<file path="src/source/sd_axi_pkg.sv">
package sd_axi_pkg;

    // one-hot writer states
    typedef enum logic [3:0] {
        IDLE_ADDR = 4'b0001,
        SEND_DATA = 4'b0010,
        WAIT_RESP = 4'b0100,
        FINISHED  = 4'b1000
    } wr_state_e;

    // AXI burst type on awburst
    typedef enum logic [1:0] {
        FIXED = 2'b00,
        INCR  = 2'b01,
        WRAP  = 2'b10
    } axi_burst_e;

    // write response codes
    localparam logic [1:0] RESP_OKAY   = 2'b00;
    localparam logic [1:0] RESP_SLVERR = 2'b10;

    // one sample from the card reader
    localparam int SAMPLE_W = 16;

endpackage

</file>
<file path="src/source/sd_axi_ifs.sv">
// sample buffer read side, oldest entry always on rd_data
interface sample_fifo_if #(
    parameter int SAMPLE_W = 16
);
    logic [SAMPLE_W-1:0] rd_data;
    logic                empty;
    logic                full;
    logic                pop;       // only while not empty

    modport buffer (
        output rd_data,
        output empty,
        output full,
        input  pop
    );

    modport consumer (
        input  rd_data,
        input  empty,
        output pop
    );
endinterface

interface beat_addr_if import sd_axi_pkg::*; #(
    parameter int ADDR_WIDTH = 32,
    parameter int DATA_WIDTH = 256
);
    localparam int LANE_W = $clog2(DATA_WIDTH / SAMPLE_W);

    logic [ADDR_WIDTH-1:0] aligned_addr;
    logic [LANE_W-1:0]     lane;        // halfword slot in the bus word
    logic                  advance;     // one-cycle pulse, +2 bytes
    logic                  stream_end;

    modport tracker (
        output aligned_addr,
        output lane,
        output stream_end,
        input  advance
    );

    modport consumer (
        input  aligned_addr,
        input  lane,
        input  stream_end,
        output advance
    );
endinterface

</file>
<file path="src/source/axi_single_writer.sv">
module axi_single_writer import sd_axi_pkg::*; #(
    parameter int                DATA_WIDTH = 256,
    parameter int                ADDR_WIDTH = 32,
    parameter int                ID_WIDTH   = 8,
    parameter logic [ID_WIDTH-1:0] AXI_ID   = 8'h40
) (
    input  logic                    clk,
    input  logic                    rst_n,
    sample_fifo_if.consumer         src,
    beat_addr_if.consumer           ba,

    output logic [ID_WIDTH-1:0]     model_awid,
    output logic [ADDR_WIDTH-1:0]   model_awaddr,
    output logic [7:0]              model_awlen,
    output logic [2:0]              model_awsize,
    output logic [1:0]              model_awburst,
    output logic                    model_awlock,
    output logic [3:0]              model_awcache,
    output logic [2:0]              model_awprot,
    output logic                    model_awvalid,
    input  logic                    model_awready,
    output logic [DATA_WIDTH-1:0]   model_wdata,
    output logic [DATA_WIDTH/8-1:0] model_wstrb,
    output logic                    model_wlast,
    output logic                    model_wvalid,
    input  logic                    model_wready,
    input  logic [ID_WIDTH-1:0]     model_bid,
    input  logic [1:0]              model_bresp,
    input  logic                    model_bvalid,
    output logic                    model_bready,

    output logic                    ddr_wr_done,
    output logic                    wr_error
);

    localparam int STRB_WIDTH = DATA_WIDTH / 8;
    localparam int LANE_W     = $clog2(DATA_WIDTH / SAMPLE_W);
    localparam int SAMPLE_B   = SAMPLE_W / 8;

    wr_state_e         state_q;
    wr_state_e         state_d;
    logic [LANE_W-1:0] lane;
    logic              w_hs;
    logic              b_hs;

    assign model_awid    = AXI_ID;
    assign model_awaddr  = ba.aligned_addr;
    assign model_awlen   = 8'd0;                     // single beat
    assign model_awsize  = 3'($clog2(STRB_WIDTH));   // full bus width
    assign model_awburst = FIXED;
    assign model_awlock  = 1'b0;
    assign model_awcache = 4'b0011;
    assign model_awprot  = 3'b000;

    assign lane        = ba.lane;
    assign model_wdata = {{(DATA_WIDTH-SAMPLE_W){1'b0}}, src.rd_data} << (SAMPLE_W * lane);
    assign model_wstrb = {{(STRB_WIDTH-SAMPLE_B){1'b0}}, {SAMPLE_B{1'b1}}} << (SAMPLE_B * lane);
    assign model_wlast = 1'b1;

    assign w_hs = model_wvalid & model_wready;
    assign b_hs = model_bvalid & model_bready;

    // buffer and address move on together
    assign src.pop    = w_hs;
    assign ba.advance = w_hs;

    always_comb begin
        state_d       = state_q;
        model_awvalid = 1'b0;
        model_wvalid  = 1'b0;
        model_bready  = 1'b0;
        case (state_q)
            IDLE_ADDR: begin
                model_awvalid = ~src.empty;
                if (model_awvalid && model_awready) begin
                    state_d = SEND_DATA;
                end else if (ba.stream_end) begin
                    state_d = FINISHED;
                end
            end
            SEND_DATA: begin
                model_wvalid = 1'b1;
                if (model_wready) begin
                    state_d = WAIT_RESP;
                end
            end
            WAIT_RESP: begin
                model_bready = 1'b1;
                if (model_bvalid) begin
                    state_d = IDLE_ADDR;
                end
            end
            FINISHED: state_d = FINISHED;   // held until reset
            default:  state_d = IDLE_ADDR;
        endcase
    end

    always_ff @(posedge clk or negedge rst_n) begin
        if (!rst_n) begin
            state_q  <= IDLE_ADDR;
            wr_error <= 1'b0;
        end else begin
            state_q <= state_d;
            if (b_hs && (model_bid != AXI_ID || model_bresp != RESP_OKAY)) begin
                wr_error <= 1'b1;   // sticky, writing goes on
            end
        end
    end

    assign ddr_wr_done = (state_q == FINISHED);

    a_aw_stable: assert property (
        @(posedge clk) disable iff (!rst_n)
        model_awvalid && !model_awready |=> model_awvalid && $stable(model_awaddr)
    ) else $error("awvalid or awaddr dropped before awready");

    a_w_stable: assert property (
        @(posedge clk) disable iff (!rst_n)
        model_wvalid && !model_wready |=> model_wvalid && $stable(model_wdata)
    ) else $error("wvalid or wdata dropped before wready");

    // response phase opens only right after a data beat
    a_bready_phase: assert property (
        @(posedge clk) disable iff (!rst_n)
        $rose(model_bready) |-> state_q == WAIT_RESP && $past(w_hs)
    ) else $error("bready outside response phase");

endmodule

</file>
<file path="src/source/halfword_fifo.sv">
module halfword_fifo import sd_axi_pkg::*; #(
    parameter int FIFO_DEPTH = 16
) (
    input  logic                clk,
    input  logic                rst_n,
    input  logic                wr_en,
    input  logic [SAMPLE_W-1:0] wr_sample,
    sample_fifo_if.buffer       rd
);

    localparam int PTR_W = $clog2(FIFO_DEPTH);
    localparam int HALF  = SAMPLE_W / 2;

    logic [SAMPLE_W-1:0] mem [FIFO_DEPTH];
    logic [PTR_W-1:0]    wr_ptr;
    logic [PTR_W-1:0]    rd_ptr;
    logic [PTR_W:0]      count;
    logic                do_wr;
    logic                do_pop;

    assign rd.empty = (count == '0);
    assign rd.full  = (count == (PTR_W+1)'(FIFO_DEPTH));

    assign do_wr  = wr_en & ~rd.full;
    assign do_pop = rd.pop & ~rd.empty;

    // first arriving byte ends up in the low byte
    always_ff @(posedge clk) begin
        if (do_wr) begin
            mem[wr_ptr] <= {wr_sample[HALF-1:0], wr_sample[SAMPLE_W-1:HALF]};
        end
    end

    assign rd.rd_data = mem[rd_ptr];

    always_ff @(posedge clk or negedge rst_n) begin
        if (!rst_n) begin
            wr_ptr <= '0;
            rd_ptr <= '0;
            count  <= '0;
        end else begin
            if (do_wr) begin
                wr_ptr <= wr_ptr + 1'b1;    // wraps, depth is a power of two
            end
            if (do_pop) begin
                rd_ptr <= rd_ptr + 1'b1;
            end
            case ({do_wr, do_pop})
                2'b10:   count <= count + 1'b1;
                2'b01:   count <= count - 1'b1;
                default: count <= count;
            endcase
        end
    end

    // writer only pops what it has seen on rd_data
    a_no_pop_empty: assert property (
        @(posedge clk) disable iff (!rst_n)
        rd.pop |-> !rd.empty
    ) else $error("pop while buffer empty");

    // source is expected to honor fifo_full
    a_no_wr_full: assert property (
        @(posedge clk) disable iff (!rst_n)
        wr_en |-> !rd.full
    ) else $error("write while buffer full");

endmodule

</file>
<file path="src/source/sd_axi_top.sv">
module sd_axi_top import sd_axi_pkg::*; #(
    parameter int                  DATA_WIDTH = 256,
    parameter int                  ADDR_WIDTH = 32,
    parameter int                  ID_WIDTH   = 8,
    parameter logic [ID_WIDTH-1:0] AXI_ID     = 8'h40,
    parameter int                  FIFO_DEPTH = 16
) (
    input  logic                    clk,
    input  logic                    rst_n,
    input  logic                    wr_en,
    input  logic [SAMPLE_W-1:0]     wrdata,
    input  logic                    wrlast,
    input  logic [ADDR_WIDTH-1:0]   wr_base_addr,
    output logic                    fifo_full,

    output logic [ID_WIDTH-1:0]     model_awid,
    output logic [ADDR_WIDTH-1:0]   model_awaddr,
    output logic [7:0]              model_awlen,
    output logic [2:0]              model_awsize,
    output logic [1:0]              model_awburst,
    output logic                    model_awlock,
    output logic [3:0]              model_awcache,
    output logic [2:0]              model_awprot,
    output logic                    model_awvalid,
    input  logic                    model_awready,
    output logic [DATA_WIDTH/8-1:0] model_wstrb,
    output logic [DATA_WIDTH-1:0]   model_wdata,
    output logic                    model_wlast,
    output logic                    model_wvalid,
    input  logic                    model_wready,
    input  logic [ID_WIDTH-1:0]     model_bid,
    input  logic [1:0]              model_bresp,
    input  logic                    model_bvalid,
    output logic                    model_bready,

    output logic                    ddr_wr_done,
    output logic                    wr_error
);

    sample_fifo_if #(.SAMPLE_W(SAMPLE_W)) sf_if ();
    beat_addr_if #(.ADDR_WIDTH(ADDR_WIDTH), .DATA_WIDTH(DATA_WIDTH)) ba_if ();

    assign fifo_full = sf_if.full;

    halfword_fifo #(.FIFO_DEPTH(FIFO_DEPTH)) u_fifo (
        .clk       (clk),
        .rst_n     (rst_n),
        .wr_en     (wr_en),
        .wr_sample (wrdata),
        .rd        (sf_if.buffer)
    );

    wr_addr_track #(.ADDR_WIDTH(ADDR_WIDTH), .DATA_WIDTH(DATA_WIDTH)) u_track (
        .clk          (clk),
        .rst_n        (rst_n),
        .wr_en        (wr_en),
        .wrlast       (wrlast),
        .wr_base_addr (wr_base_addr),
        .buf_empty    (sf_if.empty),   // end of stream waits for drain
        .ba           (ba_if.tracker)
    );

    axi_single_writer #(
        .DATA_WIDTH (DATA_WIDTH),
        .ADDR_WIDTH (ADDR_WIDTH),
        .ID_WIDTH   (ID_WIDTH),
        .AXI_ID     (AXI_ID)
    ) u_writer (
        .clk           (clk),
        .rst_n         (rst_n),
        .src           (sf_if.consumer),
        .ba            (ba_if.consumer),
        .model_awid    (model_awid),
        .model_awaddr  (model_awaddr),
        .model_awlen   (model_awlen),
        .model_awsize  (model_awsize),
        .model_awburst (model_awburst),
        .model_awlock  (model_awlock),
        .model_awcache (model_awcache),
        .model_awprot  (model_awprot),
        .model_awvalid (model_awvalid),
        .model_awready (model_awready),
        .model_wdata   (model_wdata),
        .model_wstrb   (model_wstrb),
        .model_wlast   (model_wlast),
        .model_wvalid  (model_wvalid),
        .model_wready  (model_wready),
        .model_bid     (model_bid),
        .model_bresp   (model_bresp),
        .model_bvalid  (model_bvalid),
        .model_bready  (model_bready),
        .ddr_wr_done   (ddr_wr_done),
        .wr_error      (wr_error)
    );

endmodule

</file>
<file path="src/source/wr_addr_track.sv">
module wr_addr_track import sd_axi_pkg::*; #(
    parameter int ADDR_WIDTH = 32,
    parameter int DATA_WIDTH = 256
) (
    input  logic                  clk,
    input  logic                  rst_n,
    input  logic                  wr_en,
    input  logic                  wrlast,
    input  logic [ADDR_WIDTH-1:0] wr_base_addr,
    input  logic                  buf_empty,
    beat_addr_if.tracker          ba
);

    localparam int STRB_WIDTH = DATA_WIDTH / 8;
    localparam int LANE_W     = $clog2(DATA_WIDTH / SAMPLE_W);
    localparam int OFF_W      = $clog2(STRB_WIDTH);
    localparam logic [ADDR_WIDTH-1:0] STEP = ADDR_WIDTH'(SAMPLE_W / 8);

    logic [ADDR_WIDTH-1:0] addr_q;
    logic                  base_loaded;
    logic                  last_seen;
    logic [LANE_W-1:0]     lane;

    always_ff @(posedge clk or negedge rst_n) begin
        if (!rst_n) begin
            addr_q      <= '0;
            base_loaded <= 1'b0;
        end else if (wr_en && !base_loaded) begin
            addr_q      <= wr_base_addr;     // first sample of the stream
            base_loaded <= 1'b1;
        end else if (ba.advance) begin
            addr_q      <= addr_q + STEP;
        end
    end

    always_ff @(posedge clk or negedge rst_n) begin
        if (!rst_n) begin
            last_seen <= 1'b0;
        end else if (wrlast) begin
            last_seen <= 1'b1;
        end
    end

    assign lane            = addr_q[OFF_W-1:1];
    assign ba.lane         = lane;
    assign ba.aligned_addr = {addr_q[ADDR_WIDTH-1:OFF_W], {OFF_W{1'b0}}};

    // end only once everything buffered has gone out
    assign ba.stream_end = last_seen & buf_empty;

    // writer cannot issue a beat before the base is known
    a_adv_after_load: assert property (
        @(posedge clk) disable iff (!rst_n)
        ba.advance |-> base_loaded
    ) else $error("address advance before base load");

endmodule

</file>
<file path="config.mk">
export PLATFORM = sky130hd
export DESIGN_NAME = sd_axi_top
export DESIGN_NICKNAME = d
export VERILOG_FILES = /design/src/source/sd_axi_pkg.sv /design/src/source/sd_axi_ifs.sv /design/src/source/axi_single_writer.sv /design/src/source/halfword_fifo.sv /design/src/source/sd_axi_top.sv /design/src/source/wr_addr_track.sv
export SDC_FILE = /design/constraint.sdc
export NUM_CORES = 1
export LEC_CHECK = 0
export BUFFER_PORTS_ARGS = -buffer_cell sky130_fd_sc_hd__buf_4
export CORE_UTILIZATION = 44
export DETAILED_ROUTE_END_ITERATION = 6
export PLACE_DENSITY = 0.69
export SYNTH_ARGS = -nofsm -noshare
export SYNTH_HDL_FRONTEND = slang
export SYNTH_SLANG_ARGS = --single-unit
</file>
<file path="constraint.sdc">
create_clock -name clk -period 4 [get_ports clk]
set_input_delay 0.4 -clock clk [delete_from_list [all_inputs] [get_ports clk]]
set_output_delay 0.4 -clock clk [all_outputs]
set_load 0.005 [all_outputs]
</file>
---- Yosys cells after proc, flatten, opt, wreduce, memory -nomap -nowiden ----
Memory sizes are Yosys's and may differ from the RTL's.
Index checks and enable logic that the tools add are counted.
word-level totals
  bits in registers ....................... 52
  bits in writable memories ............... 256
  output and inout bits ................... 356
  memories kept ........................... 1
memory list
  name        depth  width  rd ports  clocked after memory_dff  wr ports  RTL line             RTL
  u_fifo.mem  16     16     1         0                         1         halfword_fifo.sv:14  logic [SAMPLE_W-1:0] mem [FIFO_DEPTH];
operators by class
  add/sub/neg operators ................... 5
  eq/ne operators ......................... 11
  shifts and indexed selects .............. 2
  muxes and demuxes ....................... 13
  bitwise logic cells ..................... 7
  reductions and logical operators ........ 10
operators with widths
  cell                     number
  $shl A16 B8 Y256         1
  $mux W32                 2
  $add A32 B2 Y32 const B  1
  $shl A2 B5 Y32 const A   1
  $mux W4                  4
  $pmux W4 S4              1
  $pmux W5 S2              1
  $add A4 B1 Y4 const B    2
  $ne A8 B7 Y1 const B     1
  $reduce_bool A2 Y1       3
  $add A5 B1 Y5 const B    1
  $and A1 B1 Y1            5
  $eq A5 B5 Y1 const B     1
  $logic_not A5 Y1         1
  $mux W1                  5
  $sub A5 B1 Y5 const B    1
  $eq A4 B1 Y1 const B     1
  $eq A4 B2 Y1 const B     1
  $eq A4 B3 Y1 const B     1
  $eq A4 B4 Y1 const B     1
  $ne A2 B2 Y1 const B     2
  $logic_and A1 B1 Y1      3
  $ne A3 B2 Y1 const B     1
  $reduce_and A3 Y1        1
  other kinds (5)          6

---- Longest topological paths before layout ----
  depth after elaboration ................. 6
  mapped depth ............................ 15

---- Modules after synthesis ----
From an unflattened synthesis, not the netlist that was laid out.
second synthesis, totals
  cell total of the unflattened synthesis .. 1211
  area total of the unflattened synthesis .. 15687.5 um2
modules (own cells, without submodules)
  module             instances  cells each  area an instance (um2)  seq. area each (um2)
  halfword_fifo      1          555         10895.4                 8012.7
  axi_single_writer  1          429         2820.2                  126.4
  wr_addr_track      1          227         1971.9                  825.8

---- Worst setup path after synthesis ----
No wires, ideal clock.
  kind .................................... flip-flop to flip-flop
  from .................................... register u_writer.state_q[3]
  to ...................................... register u_fifo.count[4]
  setup time .............................. 0.079 ns
  arrival ................................. 3.109 ns
  required time ........................... 3.921 ns
  setup slack ............................. 0.812 ns
  cell stages (with the launch flop) ...... 14
  path through ............................ dfrtp_1 or4b_4 clkinv_4 nand2_1 nor2_1 ha_1 clkbuf_1 xor2_1 ha_1 o21a_1 o221a_2 o21a_1 nor3_1 xor2_1
between the ends
  word-level cells in the longest chain between the ends .. 6
RTL lines
  what                                               RTL line                  RTL
  from (decl)                                        axi_single_writer.sv:40   wr_state_e state_q;
  from (signal assigned)                             axi_single_writer.sv:103  state_q <= state_d;
  $eq A4 B2 Y1 (*)                                   axi_single_writer.sv:72   case (state_q)
  $mux W1 (*)                                        axi_single_writer.sv:72
  named net model_wvalid                             sd_axi_top.sv:29          output logic model_wvalid,
  $and A1 B1 Y1 (*)                                  axi_single_writer.sv:60   assign w_hs = model_wvalid & model_wready;
  $and A1 B1 Y1 (*)                                  halfword_fifo.sv:25       assign do_pop = rd.pop & ~rd.empty;
  named net u_fifo.do_pop                            halfword_fifo.sv:19       logic do_pop;
  $eq A2 B1 Y1 or $eq A2 B2 Y1 (tied branches)       halfword_fifo.sv:48       case ({do_wr, do_pop})
  $pmux W5 S2 or $reduce_bool A2 Y1 (tied branches)  n/a
  to (signal assigned)                               halfword_fifo.sv:49       2'b10: count <= count + 1'b1;
  to (signal assigned)                               halfword_fifo.sv:50       2'b01: count <= count - 1'b1;
  to (signal assigned)                               halfword_fifo.sv:51       default: count <= count;
  to (decl)                                          halfword_fifo.sv:17       logic [PTR_W:0] count;
The timed path passes the listed nets; every way through them passes the cells marked *.
A chain may end at the register's enable or synchronous reset.

---- Worst setup path after layout ----
  from .................................... register u_track.addr_q[3]
  to ...................................... output port model_wdata[112]
between the ends
  word-level cells in the longest chain between the ends .. 1
RTL lines
  what                    RTL line                 RTL
  from (decl)             wr_addr_track.sv:19      logic [ADDR_WIDTH-1:0] addr_q;
  from (signal assigned)  wr_addr_track.sv:29      addr_q <= wr_base_addr;
  from (signal assigned)  wr_addr_track.sv:32      addr_q <= addr_q + STEP;
  $shl A16 B8 Y256        axi_single_writer.sv:56  assign model_wdata = {{(DATA_WIDTH-SAMPLE_W){1'b0}}, src.rd_data} << (SAMPLE_W * lane);
  to (decl)               sd_axi_top.sv:27         output logic [DATA_WIDTH-1:0] model_wdata,
No other way between the ends.

==> metrics.txt <==
largest net degree at the start of global routing=59; CTS Buffer Depth=3; register area=8970 sq um; final setup TNS=0 ns; xor/xnor share of the synthesized area=approximately 2.2%; Num CTS Buffers=30; CP max FO=16; Synth async-reset ratio=roughly 17%; Port Buf Inserts=384; hold path startpoint=wr_base_addr[26]; cell chain of the critical path=inv_1 -> nor2_1 -> nand2_1 -> o22ai_1 -> buf_4; reg-to-reg startpoint=u_writer.state_q[3]; Post-synth EDFFs=between 200 and 300; RSZ-0062 raised after global routing=no; post-synthesis adder-cell area fraction=under 10%; CTS H-tree lvls=1; YS warnings=0; Clock Latency Late Sink=0.57 ns; pwr dens=698 nW/um^2; NumNets Final=around 1600; Synth Register Bits=approximately 310; clock skew=about 0.037 ns; register area share after synthesis=about three fifths; final WL=54300 um; Final min period=3.63 ns; vias per cell=around 6.3; Max Clk Rate=about 280 MHz; max_slew headroom=22.3%; Die ar.=35400 sq um; drt initial violations=1402; fillers=approximately 2700; hold crit path type=in2reg; multiplexer area fraction after synthesis=11.8%; cell count after synthesis=~1200; Post-route DRC=0; Post-Synth Simple-Gate Area=approximately 7.5%; Worst-Margin Slew=around 1.2 ns; Hold Fails Final Rpt=0; area of the multi-input gates=~5600 sq um; Final ANT Viol Nets=0; clk slew on worst S/H paths=roughly 0.07 ns; crit share post-route=roughly nine tenths; required time worst endpoint=3.60 ns; Die Height=between 150 and 200 um; # diodes=0; 1st-pass router iterations=5; critical path class=reg2out; Setup Buffers After CTS=0; slowest CP cell=nand2_1; wire length per cell=around 27 um; post-CTS sizing=0; Die Wd=around 190 um; CTS sink count=a little over 300; vias in the first global route=11600; Core ar.=33800 sq um; hold buffers post-CTS=1; peak supply drop=406 uV; GRT Residual Overflow=0; largest family of logic cells by synthesized area=compound AO/OA/AOI/OAI gates; Worst setup SP type=flip-flop; Worst setup startpoint=u_track.addr_q[3]; kind of cell adding the most delay to the critical path=simple AND/OR/NAND/NOR gates; leakage power=about 7.4 nW; max incr delay on CP=~0.7 ns; cell area after synthesis=15200 sq um; syn avg cell area=approximately 13 sq um; Main synth FF type=edfxtp_1; Compound-Gate Fraction of Synth Area=around 12%; CP Data Arrival Time=between 3 and 4 ns; Post-DP HPWL=37100 um; setup violators final=0; share of layout cells above drive strength 1=about two fifths; synth unique cells=51; CTS tree=yes; status=finished clean; Fin Hold WS=between 0.04 and 0.05 ns; top-level I/O count=around 420; crit end category=primary output; Layout area overhead=28.4%; GP Congestion=roughly 0.90; root buffer selected by CTS=clkbuf_16; GRT Resource Usage Total=~30%; crit path buf inv count=2; Max Slew Vio Count=0; Starting Density=a little under half; initial antenna violation count=2; first-pass GRT wire length=around 77000 um; Max-Cap Viols=0; via count=around 12000; FP Rows=67
==> report_power, final <==
group	switching, mW	internal [mW]
logic	3.94	2.62
registers	0.487	3.88
clock network	1.18	1.57
==> sequential cells by signal, indices dropped and copies added (netlist names), 4 cells and up <==
signal and count:
u_fifo.mem 256, u_fifo.wr_ptr 4, u_fifo.count 5, u_writer.state_q 4, u_track.addr_q 31, u_fifo.rd_ptr 4
==> layer usage <==
layer	GRT usage (%)	share of wire, %	vias up
li1	-	-	5247
met3	7.49	9.8	192
met2	48.8	48	846
met1	38.4	38	6212
met5	0	0.020	-
met4	10.3	4.2	2
==> layout make-up <==
cell class	instances	share of cell area (%)
clock buffer	36	3.95
tap	448	2.86
sequential	307	45.8
inverter	9	0.198
multi-input combinational	718	28.7
clock inverter	18	0.965
timing repair buffer	453	17.5
==> Yosys cell counts, types with 2 or more instances <==
library cell | count | share of area [%]
o22ai_1 | 257 | 11
edfxtp_1 | 256 | 50
nand2_1 | 81 | 2.0
mux4_2 | 64 | 9.5
clkbuf_1 | 62 | 1.5
buf_4 | 61 | 3.0
dfrtp_1 | 50 | 8.2
nor2_1 | 29 | 0.71
buf_2 | 28 | 0.92
mux2i_1 | 26 | 1.7
xnor2_1 | 25 | 1.4
o21ai_0 | 23 | 0.75
nand3_1 | 16 | 0.53
ha_1 | 15 | 1.2
nor3_1 | 15 | 0.49
and2_1 | 14 | 0.57
xor2_1 | 14 | 0.80
and3_1 | 13 | 0.53
nand4_1 | 11 | 0.45
o21ai_1 | 10 | 0.33
a21oi_1 | 8 | 0.26
inv_1 | 8 | 0.20
nand2b_1 | 8 | 0.33
nor2b_1 | 8 | 0.33
nor4_1 | 8 | 0.33
mux2i_2 | 6 | 0.54
and4_1 | 5 | 0.29
buf_1 | 4 | 0.098
nor4b_1 | 3 | 0.17
o21a_1 | 3 | 0.15
a21o_1 | 2 | 0.098
conb_1 | 2 | 0.049
mux2_2 | 2 | 0.15
or2_2 | 2 | 0.082
or4_1 | 2 | 0.098
==> cell families after synthesis <==
kind of cell               count (synthesis)
DFF                                      307
xor gates and xnor gates                  39
other                                      2
and+or+nand+nor                          223
buffers and inverters                    165
adders and majority gates                 15
muxes                                     98
AOI/OAI and AO/OA                        308
==> metrics by stage <==
| step | std cells | worst slack (ns) | power, mW | utilization, % | instance area [sq um] |
|---|---|---|---|---|---|
| after floorplan | 1190 | 0.812 | 7.83 | - | 15400 |
| after global routing | 1989 | 0.184 | 14.1 | 57.9 | 19600 |
| after global placement | 1934 | 0.583 | 10.6 | 55.1 | 18600 |
| after CTS | 1989 | 0.422 | 13.5 | 57.9 | 19600 |
| after detailed placement | 1934 | 0.584 | 10.7 | 55.1 | 18600 |
| final | 1989 | 0.365 | 13.7 | 57.9 | 19600 |
==> path summary, 6_finish.rpt <==
path / end / slack, ns / depth (start not counted)
worst max register to register: u_fifo.count[4] / 0.53 / 12
worst min-delay path: u_track.addr_q[26] / 0.04 / 3
worst max-delay path: model_wdata[112] / 0.37 / 5
worst min register to register: u_writer.wr_error / 0.49 / 1
max in group asynchronous: u_fifo.rd_ptr[0] / 3.01 / 2
min in group asynchronous: u_track.addr_q[24] / 0.40 / 2
==> layout by cell type (no fill, tap or decap), drive strengths merged, types with 17 or more instances in the layout <==
cell      n
buf     452
clkbuf   36
conb     35
dfrtp    50
edfxtp  256
mux2i    32
mux4     64
nand2    81
nand3    17
nor2     29
o21ai    33
o22ai   257
xnor2    25
==> worst min-delay path, delay by kind of cell <==
family                 cells  cell delay [ns]
buffers and inverters      1             0.07
AO/OA/AOI/OAI              1             0.05
AND/OR/NAND/NOR            1             0.06
No activity file was read; power rests on OpenSTA's default activity.
